File: src/include/conv_params.svh
`ifndef CONV_PARAMS_SVH
`define CONV_PARAMS_SVH

// ==============================
// Array and tile geometry
// ==============================
`define CONV_ARRAY_SIZE 8                                     // Systolic edge, result beats per tile
`define CONV_TILE_ELEMS (`CONV_ARRAY_SIZE * `CONV_ARRAY_SIZE) // Input beats per tile

// ==============================
// Legal job configuration
// ==============================
`define CONV_MIN_N 16 // Input dimension range
`define CONV_MAX_N 64
`define CONV_MIN_K 2  // Kernel dimension range
`define CONV_MAX_K 16

`endif

File: src/design/conv_pkg.sv
package conv_pkg;

    // ==============================
    // Widths with a meaning
    // ==============================
    typedef logic [6:0]  dim_n_t;     // Input dimension N
    typedef logic [4:0]  dim_k_t;     // Kernel dimension K
    typedef logic [11:0] elems_t;     // Output elements (N-K+1)^2
    typedef logic [15:0] beat_cnt_t;  // Stream beats, weight counts
    typedef logic [15:0] cycle_cnt_t; // Profiling counter

    // Job phases
    typedef enum logic [2:0] {
        IDLE         = 3'd0,
        LOAD_WEIGHTS = 3'd1, // K*K weight beats
        LOAD_INPUT   = 3'd2, // One tile of input beats
        COMPUTE      = 3'd3, // Wait for array
        DRAIN        = 3'd4, // One tile of results out
        DONE         = 3'd5  // Single-cycle done
    } conv_state_e;

    // Latched job configuration and derived totals
    typedef struct packed {
        dim_n_t    n;
        dim_k_t    k;
        beat_cnt_t weight_total; // K*K
        elems_t    output_total; // (N-K+1)^2
    } conv_cfg_t;

    // Array and memory strobes
    typedef struct packed {
        logic sa_enable;      // MAC enable
        logic sa_clear;       // Accumulator clear
        logic sa_load_weight; // Weight shift into PEs
        logic mem_write_en;
        logic mem_read_en;
        logic bank_sel;       // Ping-pong input bank
    } array_ctrl_t;

endpackage

File: src/design/conv_cfg_latch.sv
`timescale 1ns/1ps

`include "conv_params.svh"

module conv_cfg_latch
    import conv_pkg::*;
(
    input  logic      clk,
    input  logic      rst_n,
    input  logic      start_accept, // Start seen in IDLE
    input  dim_n_t    cfg_n,
    input  dim_k_t    cfg_k,
    output conv_cfg_t cfg
);

    dim_n_t    out_dim;   // N-K+1
    conv_cfg_t cfg_next;

    // ==============================
    // Totals from the raw inputs
    // ==============================
    always_comb begin
        out_dim               = cfg_n - dim_n_t'(cfg_k) + dim_n_t'(1);
        cfg_next.n            = cfg_n;
        cfg_next.k            = cfg_k;
        cfg_next.weight_total = beat_cnt_t'(cfg_k) * beat_cnt_t'(cfg_k); // Max 256
        cfg_next.output_total = elems_t'(out_dim) * elems_t'(out_dim);   // Max 63*63
    end

    // Sampled on the accepting edge, valid next cycle
    always_ff @(posedge clk or negedge rst_n) begin
        if (!rst_n) begin
            cfg <= '0;
        end else if (start_accept) begin
            cfg <= cfg_next;
        end
    end

    // Host must offer a legal job when the start is taken
    a_cfg_in_range : assert property (
        @(posedge clk) disable iff (!rst_n)
        start_accept |-> (cfg_n >= `CONV_MIN_N) && (cfg_n <= `CONV_MAX_N) &&
                         (cfg_k >= `CONV_MIN_K) && (cfg_k <= `CONV_MAX_K) &&
                         (dim_n_t'(cfg_k) <= cfg_n)
    ) else $error("Start accepted with out-of-range N=%0d K=%0d", cfg_n, cfg_k);

endmodule

File: src/design/conv_load_counter.sv
`timescale 1ns/1ps

`include "conv_params.svh"

module conv_load_counter
    import conv_pkg::*;
(
    input  logic        clk,
    input  logic        rst_n,
    input  logic        rx_valid,
    input  logic        rx_ready,
    input  conv_state_e state,
    input  conv_cfg_t   cfg,
    output logic        load_last // Beat that completes the phase
);

    beat_cnt_t beat_cnt;  // Beats taken so far in this phase
    beat_cnt_t last_idx;  // Index of the final beat
    logic      rx_accept;
    logic      in_load;

    // ==============================
    // Phase target and last-beat flag
    // ==============================
    always_comb begin
        rx_accept = rx_valid && rx_ready;
        in_load   = (state == LOAD_WEIGHTS) || (state == LOAD_INPUT);
        if (state == LOAD_WEIGHTS) begin
            last_idx = cfg.weight_total - beat_cnt_t'(1);
        end else begin
            last_idx = beat_cnt_t'(`CONV_TILE_ELEMS - 1); // One input tile
        end
        load_last = in_load && rx_accept && (beat_cnt == last_idx);
    end

    // Count wraps to zero on the same edge the phase ends
    always_ff @(posedge clk or negedge rst_n) begin
        if (!rst_n) begin
            beat_cnt <= '0;
        end else if (!in_load || load_last) begin
            beat_cnt <= '0;
        end else if (rx_accept) begin
            beat_cnt <= beat_cnt + beat_cnt_t'(1);
        end
    end

    // Receive handshake belongs to the load phases only
    a_rx_in_load : assert property (
        @(posedge clk) disable iff (!rst_n)
        (rx_valid && rx_ready) |-> in_load
    ) else $error("Receive beat accepted in state %s", state.name());

endmodule

File: src/design/conv_drain_counter.sv
`timescale 1ns/1ps

`include "conv_params.svh"

module conv_drain_counter
    import conv_pkg::*;
(
    input  logic        clk,
    input  logic        rst_n,
    input  logic        tx_valid,
    input  logic        tx_ready,
    input  conv_state_e state,
    input  conv_cfg_t   cfg,
    output logic        tile_last, // 8th result beat of a tile
    output logic        job_last   // Same beat, job output complete
);

    localparam int TILE_W = $clog2(`CONV_ARRAY_SIZE);
    localparam logic [TILE_W-1:0] TILE_END = TILE_W'(`CONV_ARRAY_SIZE - 1);

    logic [TILE_W-1:0] tile_cnt; // Beats within the tile
    beat_cnt_t         out_cnt;  // Results sent this job
    beat_cnt_t         out_nxt;  // Count including this beat
    logic              tx_accept;

    // ==============================
    // End-of-tile and end-of-job flags
    // ==============================
    always_comb begin
        tx_accept = tx_valid && tx_ready;
        out_nxt   = out_cnt + beat_cnt_t'(1);
        tile_last = tx_accept && (tile_cnt == TILE_END);
        job_last  = tile_last && (out_nxt >= beat_cnt_t'(cfg.output_total)); // Last tile may overshoot
    end

    always_ff @(posedge clk or negedge rst_n) begin
        if (!rst_n) begin
            tile_cnt <= '0;
            out_cnt  <= '0;
        end else if (state == IDLE) begin
            tile_cnt <= '0;   // Fresh job
            out_cnt  <= '0;
        end else if (tx_accept) begin
            tile_cnt <= tile_last ? '0 : tile_cnt + 1'b1;
            out_cnt  <= out_nxt;
        end
    end

    // Results only leave while draining
    a_tx_in_drain : assert property (
        @(posedge clk) disable iff (!rst_n)
        (tx_valid && tx_ready) |-> (state == DRAIN)
    ) else $error("Transmit beat accepted in state %s", state.name());

endmodule

File: src/design/conv_sequencer.sv
`timescale 1ns/1ps

module conv_sequencer
    import conv_pkg::*;
(
    input  logic        clk,
    input  logic        rst_n,
    input  logic        start,        // Host start pulse
    input  logic        sa_done,      // Array finished the tile
    input  logic        load_last,
    input  logic        tile_last,
    input  logic        job_last,
    output conv_state_e state,
    output logic        start_accept,
    output logic        rx_ready,
    output logic        tx_valid,
    output logic        done,
    output cycle_cnt_t  cycle_count
);

    conv_state_e next_state;

    // ==============================
    // Phase register
    // ==============================
    always_ff @(posedge clk or negedge rst_n) begin
        if (!rst_n) begin
            state <= IDLE;
        end else begin
            state <= next_state;
        end
    end

    // ==============================
    // Next phase
    // ==============================
    always_comb begin
        next_state = state; // Hold by default
        case (state)
            IDLE: begin
                if (start) next_state = LOAD_WEIGHTS;
            end
            LOAD_WEIGHTS: begin
                if (load_last) next_state = LOAD_INPUT;  // All K*K weights in
            end
            LOAD_INPUT: begin
                if (load_last) next_state = COMPUTE;     // Tile complete
            end
            COMPUTE: begin
                if (sa_done) next_state = DRAIN;
            end
            DRAIN: begin
                if (tile_last) begin
                    // Either wrap up or fetch the next tile
                    next_state = job_last ? DONE : LOAD_INPUT;
                end
            end
            DONE:    next_state = IDLE; // One-cycle pulse
            default: next_state = IDLE;
        endcase
    end

    // Handshakes decoded straight from the phase
    always_comb begin
        start_accept = (state == IDLE) && start;
        rx_ready     = (state == LOAD_WEIGHTS) || (state == LOAD_INPUT);
        tx_valid     = (state == DRAIN);
        done         = (state == DONE);
    end

    // ==============================
    // Profiling counter
    // ==============================
    always_ff @(posedge clk or negedge rst_n) begin
        if (!rst_n) begin
            cycle_count <= '0;
        end else if (start_accept) begin
            cycle_count <= '0;                           // New job
        end else if ((state != IDLE) && (state != DONE)) begin
            cycle_count <= cycle_count + cycle_cnt_t'(1); // Active cycles only
        end
    end

    // Counter flags only arrive in the phase that owns their stream
    a_flags_in_phase : assert property (
        @(posedge clk) disable iff (!rst_n)
        (!load_last || rx_ready) && (!tile_last || tx_valid) && (!job_last || tile_last)
    ) else $error("Counter flag outside its stream phase in state %s", state.name());

endmodule

File: src/design/conv_array_ctrl.sv
`timescale 1ns/1ps

module conv_array_ctrl
    import conv_pkg::*;
(
    input  logic        clk,
    input  logic        rst_n,
    input  logic        rx_valid,
    input  logic        rx_ready,
    input  conv_state_e state,
    output array_ctrl_t ctrl // All fields one cycle behind the phase
);

    conv_state_e prev_state; // Phase seen last cycle
    logic        first_tile; // Still on tile 0 of the job
    logic        rx_accept;
    logic        li_entry;   // First cycle of LOAD_INPUT
    array_ctrl_t ctrl_d;

    // ==============================
    // Next strobe values
    // ==============================
    always_comb begin
        rx_accept = rx_valid && rx_ready;
        li_entry  = (state == LOAD_INPUT) && (prev_state != LOAD_INPUT);

        ctrl_d.sa_load_weight = (state == LOAD_WEIGHTS) && rx_accept; // One per weight
        ctrl_d.mem_write_en   = rx_accept;                            // One per received beat
        ctrl_d.mem_read_en    = (state == COMPUTE) || (state == DRAIN);
        ctrl_d.sa_enable      = (state == COMPUTE);
        ctrl_d.sa_clear       = (state == IDLE) || ((state == LOAD_INPUT) && first_tile);

        // Ping-pong bank, tile 0 always lands in bank 0
        if (state == IDLE) begin
            ctrl_d.bank_sel = 1'b0;
        end else if (li_entry) begin
            ctrl_d.bank_sel = first_tile ? 1'b0 : ~ctrl.bank_sel;
        end else begin
            ctrl_d.bank_sel = ctrl.bank_sel;
        end
    end

    // ==============================
    // Output and tracking registers
    // ==============================
    always_ff @(posedge clk or negedge rst_n) begin
        if (!rst_n) begin
            ctrl          <= '0;
            ctrl.sa_clear <= 1'b1;  // Accumulators held clear out of reset
            prev_state    <= IDLE;
            first_tile    <= 1'b1;
        end else begin
            ctrl       <= ctrl_d;
            prev_state <= state;
            if (state == IDLE) begin
                first_tile <= 1'b1;
            end else if (state == DRAIN) begin
                first_tile <= 1'b0; // Tile 0 results going out
            end
        end
    end

endmodule

File: src/design/conv_ctrl_top.sv
`timescale 1ns/1ps

module conv_ctrl_top
    import conv_pkg::*;
(
    input  logic        clk,
    input  logic        rst_n,
    input  logic        start,
    input  dim_n_t      cfg_n,
    input  dim_k_t      cfg_k,
    input  logic        rx_valid,
    input  logic        tx_ready,
    input  logic        sa_done,
    output logic        done,
    output logic        rx_ready,
    output logic        tx_valid,
    output array_ctrl_t array_ctrl,
    output cycle_cnt_t  cycle_count
);

    conv_state_e state;
    conv_cfg_t   cfg;
    logic        start_accept;
    logic        load_last;
    logic        tile_last;
    logic        job_last;

    // ==============================
    // Phase FSM and host side
    // ==============================
    conv_sequencer i_sequencer (
        .clk          (clk),
        .rst_n        (rst_n),
        .start        (start),
        .sa_done      (sa_done),
        .load_last    (load_last),
        .tile_last    (tile_last),
        .job_last     (job_last),
        .state        (state),
        .start_accept (start_accept),
        .rx_ready     (rx_ready),
        .tx_valid     (tx_valid),
        .done         (done),
        .cycle_count  (cycle_count)
    );

    conv_cfg_latch i_cfg_latch (
        .clk          (clk),
        .rst_n        (rst_n),
        .start_accept (start_accept),
        .cfg_n        (cfg_n),
        .cfg_k        (cfg_k),
        .cfg          (cfg)
    );

    // Stream beat counters
    conv_load_counter i_load_counter (
        .clk       (clk),
        .rst_n     (rst_n),
        .rx_valid  (rx_valid),
        .rx_ready  (rx_ready),
        .state     (state),
        .cfg       (cfg),
        .load_last (load_last)
    );

    conv_drain_counter i_drain_counter (
        .clk       (clk),
        .rst_n     (rst_n),
        .tx_valid  (tx_valid),
        .tx_ready  (tx_ready),
        .state     (state),
        .cfg       (cfg),
        .tile_last (tile_last),
        .job_last  (job_last)
    );

    conv_array_ctrl i_array_ctrl (
        .clk      (clk),
        .rst_n    (rst_n),
        .rx_valid (rx_valid),
        .rx_ready (rx_ready),
        .state    (state),
        .ctrl     (array_ctrl)
    );

endmodule

File: config.mk
export PLATFORM = sky130hd
export DESIGN_NAME = conv_ctrl_top
export DESIGN_NICKNAME = d
export VERILOG_FILES = /design/src/design/conv_pkg.sv /design/src/design/conv_cfg_latch.sv /design/src/design/conv_load_counter.sv /design/src/design/conv_drain_counter.sv /design/src/design/conv_sequencer.sv /design/src/design/conv_array_ctrl.sv /design/src/design/conv_ctrl_top.sv
export VERILOG_INCLUDE_DIRS = /design/src /design/src/include
export SDC_FILE = /design/constraint.sdc
export NUM_CORES = 1
export LEC_CHECK = 0
export ABC_AREA = 0
export BUFFER_PORTS_ARGS = -buffer_cell sky130_fd_sc_hd__buf_2
export CAP_MARGIN = 20
export CORE_MARGIN = 5
export CORE_UTILIZATION = 48
export CTS_BUF_LIST = sky130_fd_sc_hd__clkbuf_4 sky130_fd_sc_hd__clkbuf_8 sky130_fd_sc_hd__clkbuf_16
export DETAILED_ROUTE_END_ITERATION = 8
export GPL_ROUTABILITY_DRIVEN = 0
export GPL_TIMING_DRIVEN = 0
export MAX_ROUTING_LAYER = met4
export PLACE_DENSITY = 0.78
export RECOVER_POWER = 100
export SKIP_LAST_GASP = 1
export SYNTH_ARGS = -nofsm -noshare
export SYNTH_HDL_FRONTEND = slang
export SYNTH_SLANG_ARGS = --single-unit
File: constraint.sdc
create_clock -name clk -period 8.9 [get_ports clk]
set_input_delay 1.335 -clock clk [delete_from_list [all_inputs] [get_ports clk]]
set_output_delay 1.335 -clock clk [all_outputs]
set_load 0.01 [all_outputs]
=== After elaboration in Yosys (flattened, before gate mapping) ===
Cells that the tools add are included.

* Flip-flop bits (word level): 86
* Word-level logic and storage cells: 86

* Muxes and demuxes: 22
* Reductions and logical operators: 24
* $mul: 2
* Magnitude comparators: 1
* Bitwise operators: 1
* Eq/ne operators: 14
* Add/subtract/negate cells: 7

{| class="wikitable"
|+ Operators with widths
! kind !! count
|-
| $mux 16 || 7
|-
| $add 16x1->16 const B || 3
|-
| $mux 3 || 9
|-
| $eq 16x16->1 || 1
|-
| $ge 16x12->1 || 1
|-
| $pmux 3 s5 || 1
|-
| $mul 7x7->12 || 1
|-
| $logic_and 1x1->1 || 11
|-
| $sub 10x1->11 const B || 1
|-
| $mul 5x5->10 || 1
|-
| $ne 2x2->1 const B || 5
|-
| $reduce_bool 2->1 || 5
|-
| $eq 3x3->1 const B || 3
|-
| $add 7x1->7 const B || 1
|-
| $sub 7x5->7 || 1
|-
| $eq 3x2->1 const B || 2
|-
| $mux 1 || 5
|-
| $reduce_and 5->1 || 1
|-
| $logic_or 1x1->1 || 4
|-
| $add 3x1->3 const B || 1
|-
| $eq 3x1->1 const B || 1
|-
| $logic_not 3->1 || 1
|-
| $ne 3x2->1 const B || 1
|-
| $ne 3x3->1 const B || 1
|-
| 3 further kinds || 3
|}

=== Logic depth before layout (Yosys ltp) ===
Gate-level depths: netlist (run 1).

* Depth after elaboration: 7
* Depth in mapped cells: 24

=== Modules after synthesis ===
A second synthesis (run 1) with hierarchy kept.

* Cell total of the unflattened synthesis: 856
* Area, all modules: 7,792.5 sq um

{| class="wikitable"
|+ Modules (own cells, without submodules)
! module !! area an instance (sq um) !! sequential area each (sq um) !! instances !! cells each
|-
| conv_cfg_latch || 3,031.7 || 775.7 || 1 || 310
|-
| conv_load_counter || 1,783.0 || 400.4 || 1 || 216
|-
| conv_drain_counter || 1,460.2 || 475.5 || 1 || 175
|-
| conv_sequencer || 1,169.9 || 475.5 || 1 || 129
|-
| conv_array_ctrl || 347.8 || 252.7 || 1 || 26
|}

=== Least setup slack after synthesis (run 1) ===
No wires, ideal clock.

* Path type: input-to-reg
* Start point: input port cfg_n[1]
* End point: register i_cfg_latch.cfg[10] (netlist name)
* Setup time: 69 ps
* Path slack: 2,263 ps
* Stages: 22
* Arrival: 6,568 ps
* Cells stage by stage: inv_1 -> ha_1 -> inv_1 -> ha_1 -> fa_1 -> a21o_1 -> a21oi_1 -> xnor2_1 -> nand2_1 -> fa_1 -> fa_1 -> inv_1 -> fa_1 -> inv_1 -> fa_1 -> inv_1 -> ha_1 -> a21o_1 -> a21o_1 -> a21oi_1 -> or4b_2 -> nand3_1

* Cells in the longest elaborated chain, start to end: 3

{| class="wikitable"
|+ RTL lines
! item !! RTL line !! source
|-
| from (decl) || conv_ctrl_top.sv:9 || <nowiki>input dim_n_t cfg_n,</nowiki>
|-
| $sub 7x5->7 || conv_cfg_latch.sv:23 || <nowiki>out_dim = cfg_n - dim_n_t'(cfg_k) + dim_n_t'(1);</nowiki>
|-
| $add 7x1->7 || conv_cfg_latch.sv:23 ||
|-
| $mul 7x7->12 || conv_cfg_latch.sv:27 || <nowiki>cfg_next.output_total = elems_t'(out_dim) * elems_t'(out_dim);</nowiki>
|}

Every way passes these cells.
A chain may end at the register's enable or synchronous reset.

=== Final worst setup path (run 1) ===
* Start point: input port cfg_k[2]
* End point: register i_cfg_latch.cfg[11] (netlist name)

* Cells in the longest elaborated chain, start to end: 3

{| class="wikitable"
|+ RTL lines
! item !! RTL line !! source
|-
| from (decl) || conv_ctrl_top.sv:10 || <nowiki>input dim_k_t cfg_k,</nowiki>
|-
| $sub 7x5->7 || conv_cfg_latch.sv:23 ||
|-
| $add 7x1->7 || conv_cfg_latch.sv:23 ||
|-
| $mul 7x7->12 || conv_cfg_latch.sv:27 ||
|}

Every way passes these cells.

==> results.json, run 1 <==
{
  "status": "complete, but fails checks",
  "violations": "capacitance limit, slew limit",
  "layout_commonest_cell": "dfrtp_1",
  "clk_pin_slew_ns": 0.06,
  "dp_hpwl_um": 9910,
  "grt_overflow": 0,
  "grt_use_met2_pct": 28.6,
  "end_kind": "flop",
  "synth-edff-count": 0,
  "cp.arrival_ns": 7.25,
  "drc_errors": 0,
  "slew_headroom_pct": -74.6,
  "clock_path_buffers": 2,
  "drtPass1Iterations": 5,
  "grt_pass1_vias": 5143,
  "post_dp_cell_area_sq_um": 6840,
  "grt_usage_pct": 18.3,
  "die-width_um": 125,
  "rsz0062_at_grt": "false",
  "yosysTopAreaCellShare_pct": 32.2,
  "cts_hold_buf": 0,
  "critPathMaxStageDelay_ns": 0.65,
  "crit_type": "primary input to flop",
  "ant_nets": 0,
  "hold_class": "flop to flop",
  "syn_inst": 723,
  "rows": 42,
  "insertion_delay_ns": 0.34,
  "drt_iter0_markers": 411,
  "dieArea_sq_um": 15700,
  "fin_area_sq_um": 7040,
  "top_usage_layer": "met2",
  "post-place-ws_ns": 1.62,
  "ir_drop_uv": 160,
  "fin_ws_ns": 1.88,
  "drive_gt1_share_pct": 5.51,
  "ys_types": 66,
  "cts.sinks": 84,
  "grt_max_degree": 49,
  "numCtsBuffers": 9,
  "syn_to_final_growth_pct": 10.4,
  "synthFlopType": "dfrtp_1",
  "leakage_nw": 3.33,
  "start_util_pct": 48.6,
  "synth_area_sq_um": 6380,
  "power_w": 0.00193,
  "grt_util_met1_pct": 25.4,
  "worstPathCellList": "clkbuf_1 > inv_1 > ha_1 > ha_1 > a211oi_1 > nor2_1 > xor2_1 > nand2_1 > fa_1 > fa_1 > inv_1 > fa_1 > inv_1 > fa_1 > inv_1 > ha_1 > and2_0 > o21ai_0 > o21ai_0 > o41ai_1 > nand2_1 > o311ai_0",
  "ys_ff_latch": 84,
  "cts-root-buf": "clkbuf_16",
  "crit_required_ns": 9.13,
  "htreeDepth": 3,
  "dp.cells": 941,
  "setup_tns_ns": 0,
  "layout_common_cells": "82 x dfrtp_1, 76 x nand2_1, 67 x nor2_1, 64 x inv_1, 55 x ha_1",
  "num_io_pins": 43,
  "min_period_ns": 7.02,
  "crit_slowest_cell": "xor2_1",
  "nets": 868,
  "hold_depth": 0,
  "vias_per_cell": 5.42,
  "path_max_fanout": 10,
  "core_region_area_sq_um": 13100,
  "place.port_buffers": 41,
  "synth_top_cell_by_area": "dfrtp_1",
  "finalMaxSlewViolations": 87,
  "clock.fmax_mhz": 142,
  "cp-start-kind": "primary input",
  "maxCapViolations": 2,
  "clock_skew_ns": 0.00707,
  "num_vias": 5191,
  "wirelength_um": 13300,
  "final.fill_count": 1244,
  "tightest_slew_ns": 2.62,
  "synth_fp_nets": 815,
  "cp_top_family": "adder cells",
  "final_cells": 957,
  "async_flop_share_pct": 100,
  "cp_num_buf_inv": 5,
  "antenna_found_initial": 0,
  "grt_pass1_wl_um": 23900,
  "path_depth": 22,
  "finalCritPeriodShare_pct": 78.9,
  "hold_viol": 0,
  "cts_resized": 0,
  "cts_setup_buffers": 0,
  "detail_route.wl_per_cell_um": 13.8,
  "grt_use_met3_pct": 2.26,
  "syn_avg_cell_area_sq_um": 8.82,
  "dieHeight_um": 125,
  "powerDensity_nw_per_um2": 274,
  "seq_area_frac_synth_pct": 33.0,
  "setup_viol": 0,
  "ys_warn_count": 0,
  "yosys-top-cells-area": "dfrtp_1 32%, ha_1 11%, fa_1 6.0%",
  "n_antenna_cell": 0,
  "r2r_cells": 9,
  "cts_tree": "done"
}
[final cells by class]
class | count | area [sq um] | share of cell area, %
tap | 176 | 220 | 3.13
timing repair buffer | 42 | 174 | 2.47
sequential | 84 | 2100 | 29.9
clock buffer | 12 | 254 | 3.61
buffer | 25 | 93.8 | 1.33
multi-input combinational | 550 | 3920 | 55.7
clock inverter | 4 | 33.8 | 0.480
inverter | 64 | 240 | 3.41
[Yosys cell counts (2+ instances only)]
library cell,instances
ha_1,55
xnor2_1,37
nor3b_1,2
or3_1,4
nor4b_1,3
o41ai_1,3
o31ai_1,4
nand4_1,17
nand3_1,34
mux2i_1,4
clkbuf_1,23
o211ai_1,4
a31oi_1,3
nand2_1,76
nor3_1,12
inv_1,64
or2_2,2
fa_1,19
o2bb2ai_1,2
or4b_2,3
nor2b_1,5
nor2_1,67
xor2_1,26
o2111ai_1,3
o21bai_1,4
o21ai_0,50
nand3b_1,2
o311ai_0,2
and2_1,17
a21o_1,9
o21a_1,2
dfstp_2,2
nand2b_1,2
nor4_1,4
a211oi_1,9
o22ai_1,2
a21oi_1,21
or4_1,3
and3_1,12
a31o_2,2
dfrtp_1,82
or4_4,2
[worst paths after layout]
path                                            from  slack [ns]                     endpoint
worst max-delay path                        cfg_k[2]        1.88          i_cfg_latch.cfg[11]
worst min-delay path            i_sequencer.state[1]        0.37   i_array_ctrl.prev_state[1]
worst max register to register  i_sequencer.state[1]        5.06   i_load_counter.beat_cnt[6]
worst min register to register  i_sequencer.state[1]        0.37   i_array_ctrl.prev_state[1]
max in group asynchronous                      rst_n        4.10  i_drain_counter.tile_cnt[0]
min in group asynchronous                      rst_n        1.52  i_sequencer.cycle_count[13]
[power breakdown]
group / leakage [nW] / internal (W) / total (W) / switching, W
registers: 1.13 / 0.000454 / 0.000516 / 0.0000615
clock network: 0.140 / 0.000205 / 0.000362 / 0.000157
logic: 2.07 / 0.000447 / 0.00105 / 0.000604
total: 3.33 / 0.00111 / 0.00193 / 0.000823
[logic make-up (layout without fill, tap and decap cells)]
kind of cell / after synthesis / after routing / synth area share (%)
AOI/OAI and AO/OA: 130 / 130 / 13.1
buffers and inverters: 89 / 147 / 5.31
DFF: 84 / 84 / 33.0
xor gates and xnor gates: 65 / 65 / 9.37
adders and majority gates: 74 / 74 / 16.7
muxes: 6 / 6 / 0.981
and+or+nand+nor: 275 / 275 / 21.5
[registers in the layout (all words and copies together), names as in the netlist]
register                  count
i_drain_counter.out_cnt      16
i_sequencer.state             3
i_sequencer.cycle_count      16
i_array_ctrl.ctrl             6
i_array_ctrl.prev_state       3
i_array_ctrl.first_tile       1
i_drain_counter.tile_cnt      3
i_cfg_latch.cfg              20
i_load_counter.beat_cnt      16
[metal layers]
layer,routed length [um],up-vias
met1,6470,2449
met5,0,-
met4,129,0
li1,-,2617
met2,6020,115
met3,629,10
[through the flow]
| stage | hold slack (ns) | util, % |
|---|---|---|
| finish | 0.373 | 53.6 |
| global route | 0.382 | 53.6 |
| CTS | 0.369 | 54.2 |
| detailed placement | 0.354 | 52.0 |
| global placement | 0.353 | 51.8 |
| floorplan | 0.349 | - |
No activity file was read; power rests on OpenSTA's default activity.
==> inputs of run 2 (changes only) <==
--- a/config.mk
+++ b/config.mk
@@ -6,7 +6,7 @@
 export SDC_FILE = /design/constraint.sdc
 export NUM_CORES = 1
 export LEC_CHECK = 0
-export ABC_AREA = 0
+export ABC_AREA = 1
 export BUFFER_PORTS_ARGS = -buffer_cell sky130_fd_sc_hd__buf_2
 export CAP_MARGIN = 20
 export CORE_MARGIN = 5
@@ -16,7 +16,7 @@
 export GPL_ROUTABILITY_DRIVEN = 0
 export GPL_TIMING_DRIVEN = 0
 export MAX_ROUTING_LAYER = met4
-export PLACE_DENSITY = 0.78
+export PLACE_DENSITY = 0.8
 export RECOVER_POWER = 100
 export SKIP_LAST_GASP = 1
 export SYNTH_ARGS = -nofsm -noshare
==> constraint.sdc (replaced) <==
create_clock -name clk -period 6.45 [get_ports clk]
set_input_delay 0.9675 -clock clk [delete_from_list [all_inputs] [get_ports clk]]
set_output_delay 0.9675 -clock clk [all_outputs]
set_load 0.01 [all_outputs]
==> results.json, run 2 <==
{
  "maxCapViolations": 2,
  "cts_tree": "done",
  "syn_to_final_growth_pct": 10.1,
  "async_flop_share_pct": 100,
  "violations": "capacitance limit, slew limit",
  "wirelength_um": 13900,
  "die-width_um": 126,
  "drc_errors": 0,
  "top_register": "i_cfg_latch.cfg",
  "fin_ws_ns": 0.394,
  "setup_viol": 0,
  "htreeDepth": 3,
  "tightest_slew_ns": 2.48,
  "rows": 42,
  "grt_pass1_vias": 5413,
  "ir_drop_uv": 320,
  "dieHeight_um": 126,
  "hold_class": "flop to flop",
  "cp-startpoint": "cfg_k[1]",
  "start_util_pct": 49.0,
  "place.port_buffers": 42,
  "cts-root-buf": "clkbuf_16",
  "cp.arrival_ns": 6.26,
  "cp-start-kind": "primary input",
  "fin_util_pct": 53.9,
  "finalMaxSlewViolations": 87,
  "path_max_fanout": 8,
  "cts.sinks": 84,
  "seq_area_frac_synth_pct": 32.3,
  "post-place-ws_ns": -0.0420,
  "grt_overflow": 0,
  "clock.fmax_mhz": 165,
  "layout_commonest_cell": "nand2_1",
  "insertion_delay_ns": 0.34,
  "slew_headroom_pct": -65.5,
  "clock_path_buffers": 2,
  "largest_register_ffs": 20,
  "clock_skew_ns": 0.00512,
  "crit_type": "primary input to flop",
  "min_period_ns": 6.06,
  "reg2reg_slack_ns": 3.70,
  "vias_per_cell": 5.01,
  "dieArea_sq_um": 16000,
  "drt_iter0_markers": 404,
  "grt_pass1_wl_um": 24100,
  "num_io_pins": 43,
  "post-synth-top-count-cell": "nand2_1",
  "grt_usage_pct": 18.3,
  "status": "complete, but fails checks",
  "synthFlopType": "dfrtp_1",
  "numCtsBuffers": 9,
  "final.fill_count": 1253,
  "clk_pin_slew_ns": 0.06,
  "end_kind": "flop",
  "syn_inst": 891,
  "ys_ff_latch": 84,
  "power_w": 0.00284,
  "grt_max_degree": 49,
  "ys_types": 44,
  "crit_required_ns": 6.66,
  "powerDensity_nw_per_um2": 396,
  "drive_gt1_share_pct": 4.84,
  "detail_route.wl_per_cell_um": 12.4,
  "leakage_nw": 3.78,
  "yosysTopAreaCellShare_pct": 31.5,
  "r2r_start": "i_drain_counter.out_cnt[0]",
  "synth_top_cell_by_area": "dfrtp_1",
  "drtPass1Iterations": 5,
  "finalCritPeriodShare_pct": 93.9,
  "hold_viol": 0,
  "cts_setup_buffers": 0,
  "ant_nets": 0,
  "syn_avg_cell_area_sq_um": 7.30,
  "layout_common_cells": "194 x nand2_1, 179 x inv_1, 110 x nor2_1, 82 x dfrtp_1, 54 x ha_1",
  "hold_path.startpoint": "i_sequencer.state[1]",
  "synth-edff-count": 0,
  "ys_top_cells_by_count": "189 x nand2_1, 178 x inv_1, 109 x nor2_1",
  "synth_fp_nets": 983,
  "n_antenna_cell": 0,
  "ys_warn_count": 0,
  "core_region_area_sq_um": 13300,
  "num_vias": 5644,
  "antenna_found_initial": 0,
  "yosys-top-cells-area": "dfrtp_1 32%, nand2_1 11%, ha_1 11%",
  "nets": 1037,
  "dp_hpwl_um": 10800,
  "synth_area_sq_um": 6510
}
==> run 2: worst paths after layout <==
kind,to,cells past startpoint
hold / removal,i_array_ctrl.prev_state[1],0
hold reg to reg,i_array_ctrl.prev_state[1],0
max in group asynchronous,i_load_counter.beat_cnt[5],2
setup reg to reg,i_sequencer.state[0],19
setup / recovery,i_cfg_latch.cfg[10],25
min in group asynchronous,i_sequencer.cycle_count[14],1
==> run 2: layout make-up <==
| cell class | count | area [sq um] | share of cell area [%] |
|---|---|---|---|
| timing repair buffer | 43 | 180 | 2.51 |
| inverter | 180 | 676 | 9.43 |
| buffer | 12 | 53.8 | 0.751 |
| sequential | 84 | 2100 | 29.4 |
| clock buffer | 13 | 255 | 3.56 |
| clock inverter | 3 | 40.0 | 0.559 |
| tap | 176 | 220 | 3.07 |
| multi-input combinational | 615 | 3640 | 50.7 |
==> run 2: logic make-up (layout without fill, tap and decap cells) <==
logic type / Yosys count / in the layout / share of synthesized area [%]
fa+ha+maj: 74 / 74 / 16.4
simple gates: 404 / 404 / 26.9
xor+xnor: 22 / 22 / 2.96
compound gates: 115 / 115 / 10.0
flops: 84 / 84 / 32.3
buf+inv: 192 / 251 / 11.3
==> run 2: routing by layer <==
layer	up-vias	GRT usage (%)	share of wire (%)
met5	-	-	0
met3	25	2.27	4.7
met4	0	5.99	1.6
met1	2565	24.7	47
li1	2925	-	-
met2	129	28.9	46
==> run 2: worst max-delay path, cell delays in order <==
cell	delay, ns
buf_2	0.16
ha_1	0.29
inv_1	0.04
ha_1	0.21
fa_1	0.41
nand3_1	0.12
nand3_1	0.11
xor2_2	0.23
nand2_1	0.15
fa_1	0.51
fa_1	0.54
inv_1	0.05
fa_1	0.53
inv_1	0.05
fa_1	0.54
inv_1	0.04
ha_1	0.33
nand2_1	0.10
nand2_1	0.06
a21oi_1	0.17
nor2_1	0.09
o21ai_0	0.25
nand3_1	0.12
nand3_1	0.10
o21ai_0	0.08
==> run 2: what timing repair did <==
item                       CTS  global route
resized for setup            0             5
setup endpoints to repair    0             2
hold buffers                 0             0
==> run 2: report_power, final <==
| part | total [W] | internal, W | switching (W) |
|---|---|---|---|
| combinational | 0.00159 | 0.000575 | 0.00101 |
| clock | 0.000518 | 0.000316 | 0.000202 |
| sequential | 0.000735 | 0.000651 | 0.0000843 |
==> run 2: through the flow <==
stage	hold WS [ns]	std cells	TNS (ns)	instance area (sq um)
2_1_floorplan	0.395	891	0	6510
3_3_place_gp	0.424	1109	-0.0153	6940
3_5_place_dp	0.429	1110	-0.0420	6960
4_1_cts	0.443	1126	0	7260
5_1_grt	0.453	1126	-0.00286	7170
6_report	0.440	1126	0	7170
